<file path="src/include/mem_link_consts.svh">
//********************
// Memory channel constants
// Port count, widths, model latency and tag queue depth
//********************

`ifndef MEM_LINK_CONSTS_SVH
`define MEM_LINK_CONSTS_SVH

// Requester ports on the shared channel
`define MEM_NUM_PORTS 4

// Word address and data widths
`define MEM_ADDR_W 10
`define MEM_DATA_W 32

// Cycles from command acceptance to response valid
`define MEM_LATENCY 3

// Must cover every command the model can hold in flight
`define MEM_TAG_DEPTH 4

`endif
</file>
<file path="src/logic/mem_link_pkg.sv">
//********************
// Memory channel types
// Opcode, command and response formats, port tag
//********************

`include "mem_link_consts.svh"

package mem_link_pkg;

  typedef enum logic
  {
    MEM_RD = 1'b0,
    MEM_WR = 1'b1
  } mem_opcode_e;

  typedef struct packed
  {
    mem_opcode_e             op;
    logic [`MEM_ADDR_W-1:0] addr;
    logic [`MEM_DATA_W-1:0] data;
  } mem_cmd_s;

  // Data is read data, or the write data echoed back
  typedef struct packed
  {
    mem_opcode_e             op;
    logic [`MEM_ADDR_W-1:0] addr;
    logic [`MEM_DATA_W-1:0] data;
  } mem_resp_s;

  // Index of the port that issued a command
  typedef logic [$clog2(`MEM_NUM_PORTS)-1:0] port_tag_t;

endpackage

</file>
<file path="src/logic/mem_channel_if.sv">
//********************
// Merged memory channel
// Command and response channels between arbiter, model and router
//********************

`timescale 1ns/100ps

interface mem_channel_if ();

  // Command channel, valid/yumi
  logic                  cmd_v;
  mem_link_pkg::mem_cmd_s cmd;
  logic                  cmd_yumi;

  // Response channel, valid/ready
  logic                   resp_v;
  mem_link_pkg::mem_resp_s resp;
  logic                   resp_ready;

  modport arb
  (
    output cmd_v,
    output cmd,
    input  cmd_yumi
  );

  modport mem
  (
    input  cmd_v,
    input  cmd,
    output cmd_yumi,
    output resp_v,
    output resp,
    input  resp_ready
  );

  // Router watches command transfers to push tags
  modport route
  (
    input  cmd_v,
    input  cmd_yumi,
    input  resp_v,
    input  resp,
    output resp_ready
  );

endinterface

</file>
<file path="src/logic/mem_resp_router.sv">
//********************
// Memory response router
// Tag queue in acceptance order steers each response
// back to the port that issued the command
//********************

`timescale 1ns/100ps

`include "mem_link_consts.svh"

module mem_resp_router
  import mem_link_pkg::*;
  (input  logic                      clk_i
   , input  logic                      rst_i
   , input  port_tag_t                 grant_tag_i
   , mem_channel_if.route              mem_if
   , output logic [`MEM_NUM_PORTS-1:0] resp_v_o
   , output mem_resp_s                 resp_o [`MEM_NUM_PORTS]
   , input  logic [`MEM_NUM_PORTS-1:0] resp_ready_i
   );

  localparam int DEPTH = `MEM_TAG_DEPTH;
  localparam int PTR_W = (DEPTH > 1) ? $clog2(DEPTH) : 1;

  port_tag_t        tag_q [DEPTH];
  logic [PTR_W-1:0] wr_ptr_r;
  logic [PTR_W-1:0] rd_ptr_r;
  port_tag_t        head;
  logic             push;
  logic             pop;

  assign push = mem_if.cmd_v & mem_if.cmd_yumi;
  assign pop  = mem_if.resp_v & mem_if.resp_ready;
  assign head = tag_q[rd_ptr_r];

  always_ff @(posedge clk_i)
  begin
    if (push)
    begin
      tag_q[wr_ptr_r] <= grant_tag_i;
    end
  end

  always_ff @(posedge clk_i)
  begin
    if (rst_i)
    begin
      wr_ptr_r <= '0;
      rd_ptr_r <= '0;
    end
    else
    begin
      if (push)
      begin
        wr_ptr_r <= (int'(wr_ptr_r) == DEPTH - 1) ? '0 : wr_ptr_r + 1'b1;
      end
      if (pop)
      begin
        rd_ptr_r <= (int'(rd_ptr_r) == DEPTH - 1) ? '0 : rd_ptr_r + 1'b1;
      end
    end
  end

  // Demux to the head port, others see nothing
  always_comb
  begin
    for (int i = 0; i < `MEM_NUM_PORTS; i++)
    begin
      resp_v_o[i] = 1'b0;
      resp_o[i]   = '0;
    end
    resp_v_o[head] = mem_if.resp_v;
    resp_o[head]   = mem_if.resp;
  end

  assign mem_if.resp_ready = resp_ready_i[head];

endmodule

</file>
<file path="src/flat_wrapper.sv">
// flat-port wrapper written by rule: the top's interface ports become plain ports
module mem_resp_router_flat import mem_link_pkg::*;
  (clk_i, rst_i, grant_tag_i, resp_v_o, resp_o, resp_ready_i, mem_if_cmd_v, mem_if_cmd_yumi, mem_if_resp_v, mem_if_resp, mem_if_resp_ready);
  mem_channel_if mem_if_i ();
  input  logic clk_i;
  input  logic rst_i;
  input  port_tag_t grant_tag_i;
  output logic [`MEM_NUM_PORTS-1:0] resp_v_o;
  output mem_resp_s resp_o[`MEM_NUM_PORTS];
  input  logic [`MEM_NUM_PORTS-1:0] resp_ready_i;
  input wire logic [$bits(mem_if_i.cmd_v)-1:0] mem_if_cmd_v;
  input wire logic [$bits(mem_if_i.cmd_yumi)-1:0] mem_if_cmd_yumi;
  input wire logic [$bits(mem_if_i.resp_v)-1:0] mem_if_resp_v;
  input wire logic [$bits(mem_if_i.resp)-1:0] mem_if_resp;
  output wire logic [$bits(mem_if_i.resp_ready)-1:0] mem_if_resp_ready;
  assign mem_if_i.cmd_v = mem_if_cmd_v;
  assign mem_if_i.cmd_yumi = mem_if_cmd_yumi;
  assign mem_if_i.resp_v = mem_if_resp_v;
  assign mem_if_i.resp = mem_if_resp;
  assign mem_if_resp_ready = mem_if_i.resp_ready;
  mem_resp_router u_core (.clk_i(clk_i), .rst_i(rst_i), .grant_tag_i(grant_tag_i), .mem_if(mem_if_i), .resp_v_o(resp_v_o), .resp_o(resp_o), .resp_ready_i(resp_ready_i));
endmodule
</file>
<file path="config.mk">
export PLATFORM = sky130hd
export DESIGN_NAME = mem_resp_router_flat
export DESIGN_NICKNAME = d
export VERILOG_FILES = /design/src/logic/mem_link_pkg.sv /design/src/logic/mem_channel_if.sv /design/src/logic/mem_resp_router.sv /design/src/flat_wrapper.sv
export VERILOG_INCLUDE_DIRS = /design/src /design/src/include
export SDC_FILE = /design/constraint.sdc
export NUM_CORES = 1
export LEC_CHECK = 0
export BUFFER_PORTS_ARGS = -buffer_cell sky130_fd_sc_hd__buf_4
export CORE_AREA = 2 2 90 92
export CTS_CLUSTER_SIZE = 24
export DETAILED_ROUTE_END_ITERATION = 16
export DIE_AREA = 0 0 92 94
export PLACE_DENSITY = 0.75
export SKIP_CTS_REPAIR_TIMING = 1
export SLEW_MARGIN = 20
export SYNTH_ARGS = -nofsm -noshare
export SYNTH_HDL_FRONTEND = slang
export SYNTH_SLANG_ARGS = --single-unit
</file>
<file path="constraint.sdc">
create_clock -name clk_i -period 1.85 [get_ports clk_i]
set_input_delay 0.0925 -clock clk_i [delete_from_list [all_inputs] [get_ports clk_i]]
set_output_delay 0.0925 -clock clk_i [all_outputs]
set_load 0.005 [all_outputs]
</file>
==> results of run 1 <==
## layout by cell type, fill, tap and decap left out, types with 4 or more instances in the layout
master    instances
dfxtp_1           5
nor2b_4           5
and3_4            4
and2_1          105
buf_4           224
buf_6            20
mux2i_1           5
ha_1              5
edfxtp_1          8
and2_4           27
buf_12           10
and3_1           44
## kinds of logic after synthesis
| group | Yosys count | synth area share |
|---|---|---|
| AND/OR/NAND/NOR | 194 | 0.647 |
| flip-flops | 14 | 0.191 |
| AO/OA/AOI/OAI | 3 | 0.0120 |
| buffers and inverters | 24 | 0.0538 |
| multiplexers | 9 | 0.0624 |
| adder cells (fa/ha/maj) | 5 | 0.0332 |
## power breakdown
| group | total [mW] | switching, mW | internal (mW) |
|---|---|---|---|
| sequential | 0.357 | 0.0111 | 0.346 |
| clock | 0.250 | 0.103 | 0.147 |
| combinational | 1.63 | 0.648 | 0.980 |
## critical path, delay by kind of cell, from the launching register on
family | cells | cell delay, ns
and+or+nand+nor | 2 | 0.32
buffers and inverters | 3 | 0.47
muxes | 1 | 0.61
DFF | 1 | 0.35
## final cells by class
| type | instances | area, µm² |
|---|---|---|
| tap | 102 | 128 |
| inverter | 2 | 7.51 |
| clock buffer | 3 | 41.3 |
| timing repair buffer | 256 | 2160 |
| sequential | 14 | 362 |
| fill | 715 | 3360 |
| clock inverter | 1 | 3.75 |
| multi-input combinational | 214 | 1550 |
## through the flow
stage / TNS, ns / power, mW / worst slack [ns] / instances / hold slack, ns
after floorplan: 0 / 0.884 / 0.0595 / 249 / 0.162
after global placement: -10.38 / 1.69 / -0.201 / 572 / 0.296
after detailed placement: -13.61 / 1.71 / -0.246 / 572 / 0.305
after CTS: -51.71 / 1.96 / -0.510 / 576 / 0.0456
after global routing: -40.20 / 2.37 / -0.308 / 592 / 0.0413
final: -28.99 / 2.23 / -0.252 / 592 / 0.0489
## layer usage
layer	global-route usage	vias to the layer above	part of all wire
met4	0.0323	0	0.0069
met2	0.344	103	0.55
met3	0.0249	8	0.057
met5	0	-	0
li1	-	1293	-
met1	0.199	1200	0.39
## worst max path at each step
stage	startpoint	to	slack, ns	cells after the start
after global placement	register	resp_v_o[1]	-0.20	4
final	register	resp_o[152]	-0.25	6
after CTS	register	resp_o[106]	-0.51	4
after global routing	register	resp_o[152]	-0.31	6
after floorplan	register	register	0.06	4
after detailed placement	register	resp_o[106]	-0.25	4
==> results.md, run 1 <==
* VDD IR-drop max at 473 µV
* Flops & latches, synth at 14
* DP HPWL at approximately 6500 µm
* Mapped Nets at between 300 and 400
* Hold Fails Final Rpt at 0
* CTS tree: done
* Violated checks: negative setup slack
* CTS Buffer Depth at 2
* Actual slew at the worst max-slew pin at 0.230 ns
* Fin nets at 550
* Gate Count Post-Synth at between 200 and 250
* Clk Latency, worst-skew pair at ~0.24 ns
* First-pass detailed-route iteration total at 4
* Max cap viols at 0
* Number of buffers added on ports at between 200 and 250
* Synthesized area at approximately 1900 µm²
* Antenna violations before repair at 0
* Count of flip-flops with a built-in enable after synthesis at 8
* Die Width at just over 90 µm
* Final worst slack at -0.252 ns
* Synth top cells by count: 132 x and2_1, 48 x and3_1, 13 x clkbuf_1, 8 x edfxtp_1, 7 x clkbuf_2
* Die height at around 94 µm
* Share of layout cells above drive strength 1 at 0.612
* First-pass GRT wire length at ~12000 µm
* Max frequency at approximately 480 MHz
* CP Capture Type: output pin
* Avg Cell Area, Syn at approximately 7.6 µm²
* Worst Setup Path Type: register to output pin
* Cell Rows at 32
* Most common cell in the netlist: and2_1
* Outcome: finished with violations
* Worst Clk Skew at roughly 0.0025 ns
* Most frequent CP cell: buf_4
* Ports at ~230
* Cells along the critical path: mux4_2 > buf_4 > nor2_4 > buf_12 > and2_1 > buf_4
* Leak at about 2.4 nW
* Worst hold path stage count at 2
* Hold endpoint: u_core.wr_ptr_r[1]
* Power per cell area at 526 nW/µm²
* Area post-placement at approximately 3800 µm²
* Worst Hold Class: input pin to register
* P&R area growth vs syn at 126%
* Synth top area cells: and2_1 44%, and3_1 16%, edfxtp_1 13%
* CP max FO at 22
* DR iter-0 viols at 50
* Full die area at slightly below 9000 µm²
* Pin count of the biggest net entering global routing at 45
* Vias in the first global route at between 2000 and 2500
* H-tree Lvls at 1
* Cell at the root of the clock tree: clkbuf_8
* Crit share post-route at 1.14
* RSZ-0062 raised after global routing: yes
* CP required at between 1.5 and 2 ns
* Sink Count at 14
* Post-route DRC violation count at 0
* Reg clk slew, reported paths at approximately 0.06 ns
* Hold_sp: rst_i
* Total GRT Usage at 0.174
* Slowest CP cell: mux4_2
* Worst path max stage delay at approximately 0.61 ns
* Via-to-Cell Ratio at about 4.4
* Max-slew violations at 0
* Core ar. at around 7600 µm²
* Max-slew headroom at 0.842
* Synth unique cells at 22
* Fin area at about 4300 µm²
* Detailed-route via count at ~2600
* Synth Flop Type: edfxtp_1
* Post-synth ARST share at 0
* Endpoints failing setup at between 150 and 200
* Antenna Cells at 0
* GP Congestion at 0.850
* Initial Util at 0.248
* YS warnings at 0
* Min Tclk post-route at around 2.1 ns
* Grt total ovfl at 0
* Final WL at 9320 µm
* Post-synth top area share at 0.438
* Routed wire per std cell at around 16 µm
* Worst Path Arrival at approximately 2.0 ns
* Final Util at 0.559
* Startpoint Class: register
* Seq/Total Area, Yosys at 0.191
* Cell taking the most area after synthesis: and2_1
* Reg2Reg Setup Slack at -0.12 ns
* R2r worst-path depth at 5
* Post-DRT Antenna Nets at 0
* Total CTS buffers at 3
Power figures use the tool's default switching activity.
==> inputs of run 2 (changes only) <==
--- a/config.mk
+++ b/config.mk
@@ -6,12 +6,12 @@
 export SDC_FILE = /design/constraint.sdc
 export NUM_CORES = 1
 export LEC_CHECK = 0
-export BUFFER_PORTS_ARGS = -buffer_cell sky130_fd_sc_hd__buf_4
-export CORE_AREA = 2 2 90 92
+export CORE_AREA = 2 2 89 91
 export CTS_CLUSTER_SIZE = 24
 export DETAILED_ROUTE_END_ITERATION = 16
-export DIE_AREA = 0 0 92 94
-export PLACE_DENSITY = 0.75
+export DIE_AREA = 0 0 91 93
+export DONT_BUFFER_PORTS = 1
+export PLACE_DENSITY = 0.49
 export SKIP_CTS_REPAIR_TIMING = 1
 export SLEW_MARGIN = 20
 export SYNTH_ARGS = -nofsm -noshare
==> results.md, run 2 (same netlist as run 1, synthesis figures left out) <==
* Routed wire per std cell at 20.8 µm (+32%)
* Fin nets at 319 (-42%)
* Die height at 93 µm (-1.1%)
* Most frequent cells in the layout: 71 x and2_1, 61 x and2_4, 48 x and3_1
* Sink Count at 14 (unchanged)
* H-tree Lvls at 1 (unchanged)
* Placement Setup Slack at -0.105 ns (+0.141 ns)
* Final WL at 7500 µm (-20%)
* CP max FO at 8 (-64%)
* DP HPWL at 4980 µm (-23%)
* Internal at 1.05 mW (-29%)
* Actual slew at the worst max-slew pin at 0.474 ns (+0.244 ns)
* Violated checks: negative setup slack
* CTS tree: done
* Worst path max stage delay at 0.61 ns (about the same)
* Worst Setup Path Type: register to output pin
* Antenna Cells at 0 (unchanged)
* Total CTS buffers at 3 (unchanged)
* Cell at the root of the clock tree: clkbuf_8
* Setup TNS at -15.14 ns (+13.85 ns)
* RSZ-0062 raised after global routing: yes
* GP Congestion at 0.728 (-14%)
* Initial Util at 0.250 (+0.00264)
* Max-slew violations at 0 (unchanged)
* Number of buffers added on ports at 0 (-100%)
* Max cap viols at 0 (unchanged)
* Crit share post-route at 1.10 (-0.0349)
* Final Util at 0.334 (-0.224)
* Post-DRT Antenna Nets at 0 (unchanged)
* Reg clk slew, reported paths at 0.06 ns (about the same)
* Grt total ovfl at 0 (unchanged)
* Min Tclk post-route at 2.04 ns (-0.0646 ns)
* Startpoint Class: register
* Fin area at 2520 µm² (-41%)
* Hold Fails Final Rpt at 0 (unchanged)
* Cells along the critical path: mux4_2 > buf_12 > nor2_4 > buf_12 > clkbuf_16 > and2_4
* Via-to-Cell Ratio at 5.14 (+17%)
* Worst Hold Class: input pin to register
* VDD IR-drop max at 587 µV (+24%)
* Final worst slack at -0.188 ns (+0.0646 ns)
* Most frequent CP cell: buf_12
* Core ar. at 7530 µm² (-1.1%)
* Post-Place Cells at 340 (-41%)
* Ports at 231 (unchanged)
* Vias in the first global route at 1439 (-38%)
* Combinational share of power at 0.607 (-0.121)
* Full die area at 8460 µm² (-2.1%)
* Most common cell after layout, fill and taps aside: and2_1
* Area post-placement at 2040 µm² (-46%)
* Outcome: finished with violations
* First-pass GRT wire length at 8370 µm (-31%)
* Post-route DRC violation count at 0 (unchanged)
* Antenna violations before repair at 0 (unchanged)
* Clock network fraction of total power at 0.176 (+0.064)
* Sw power at 599 µW (-21%)
* Cell Rows at 32 (unchanged)
* CTS Buffer Depth at 2 (unchanged)
* Slowest CP cell: mux4_2
* Non-Filler Instances at 361 (-39%)
* DR iter-0 viols at 121 (+140%)
* Clk Latency, worst-skew pair at 0.24 ns (about the same)
* Max-slew headroom at 0.684 (-0.159)
* Seq pwr share at 0.217 (+0.057)
* Power per cell area at 655 nW/µm² (+25%)
* Total GRT Usage at 0.122 (-0.0518)
* Overall power at 1.65 mW (-26%)
* Detailed-route via count at 1855 (-29%)
* Leak at 1.22 nW (-49%)
* P&R area growth vs syn at 33.5%
* Pin count of the biggest net entering global routing at 45 (unchanged)
* Endpoints failing setup at 146 (-19%)
* Final hold slack at 0.0112 ns (-0.0377 ns)
* # fillers at 782 (+9.4%)
* Share of layout cells above drive strength 1 at 0.375 (-0.238)
* Worst Clk Skew at 0.00314 ns (+0.000607 ns)
* CP required at 1.76 ns (about the same)
* First-pass detailed-route iteration total at 4 (unchanged)
* Worst Path Arrival at 1.95 ns (-0.06 ns)
* CP Capture Type: output pin
* Max frequency at 491 MHz (+3.2%)
* Switching Fraction at 0.363 (+0.0223)
* Die Width at 91 µm (-1.1%)
## run 2: changes by cell type in the layout (fill, tap and decap cells not counted), sizes merged
cell / delta
buf: -234
dlygate4sd3: +3
clkbuf: +2
clkinv: -1
nor2b: -1
## run 2: layout make-up
class	instances	area [µm²]	area share
timing repair buffer	26	362	0.144
sequential	14	362	0.144
multi-input combinational	213	1600	0.637
clock buffer	4	55.1	0.0219
inverter	2	7.51	0.00298
tap	102	128	0.0507
## run 2: power by group through the flow
stage / sequential, mW / combinational [mW] / clock, mW
final: 0.358 / 1.00 / 0.290
after global routing: 0.360 / 1.06 / 0.309
after CTS: 0.357 / 0.691 / 0.296
after detailed placement: 0.364 / 0.690 / 0
after global placement: 0.363 / 0.693 / 0
after floorplan: 0.361 / 0.524 / 0
## run 2: worst max-delay path: cells and delay by family (launching register included)
family / cells / cell delay (ns)
multiplexers: 1 / 0.61
buffers and inverters: 3 / 0.46
flip-flops: 1 / 0.37
AND/OR/NAND/NOR: 2 / 0.26
## run 2: path summary, 6_finish.rpt
kind | cells after the start | start | endpoint | slack, ns
setup / recovery | 6 | u_core.tag_q[3][1] | resp_o[161] | -0.19
hold / removal | 2 | mem_if_cmd_v | u_core.wr_ptr_r[1] | 0.01
setup reg to reg | 5 | u_core.tag_q[3][1] | register | -0.04
hold reg to reg | 2 | u_core.wr_ptr_r[1] | u_core.wr_ptr_r[1] | 0.50
## run 2: layer usage
metal / up-vias / part of all wire / routed length (µm) / global-route usage
li1: 827 / - / - / -
met1: 907 / 0.41 / 3060 / 0.152
met2: 112 / 0.51 / 3800 / 0.220
met3: 9 / 0.073 / 545 / 0.0282
met4: 0 / 0.011 / 83 / 0.0189
met5: - / 0 / 0 / 0
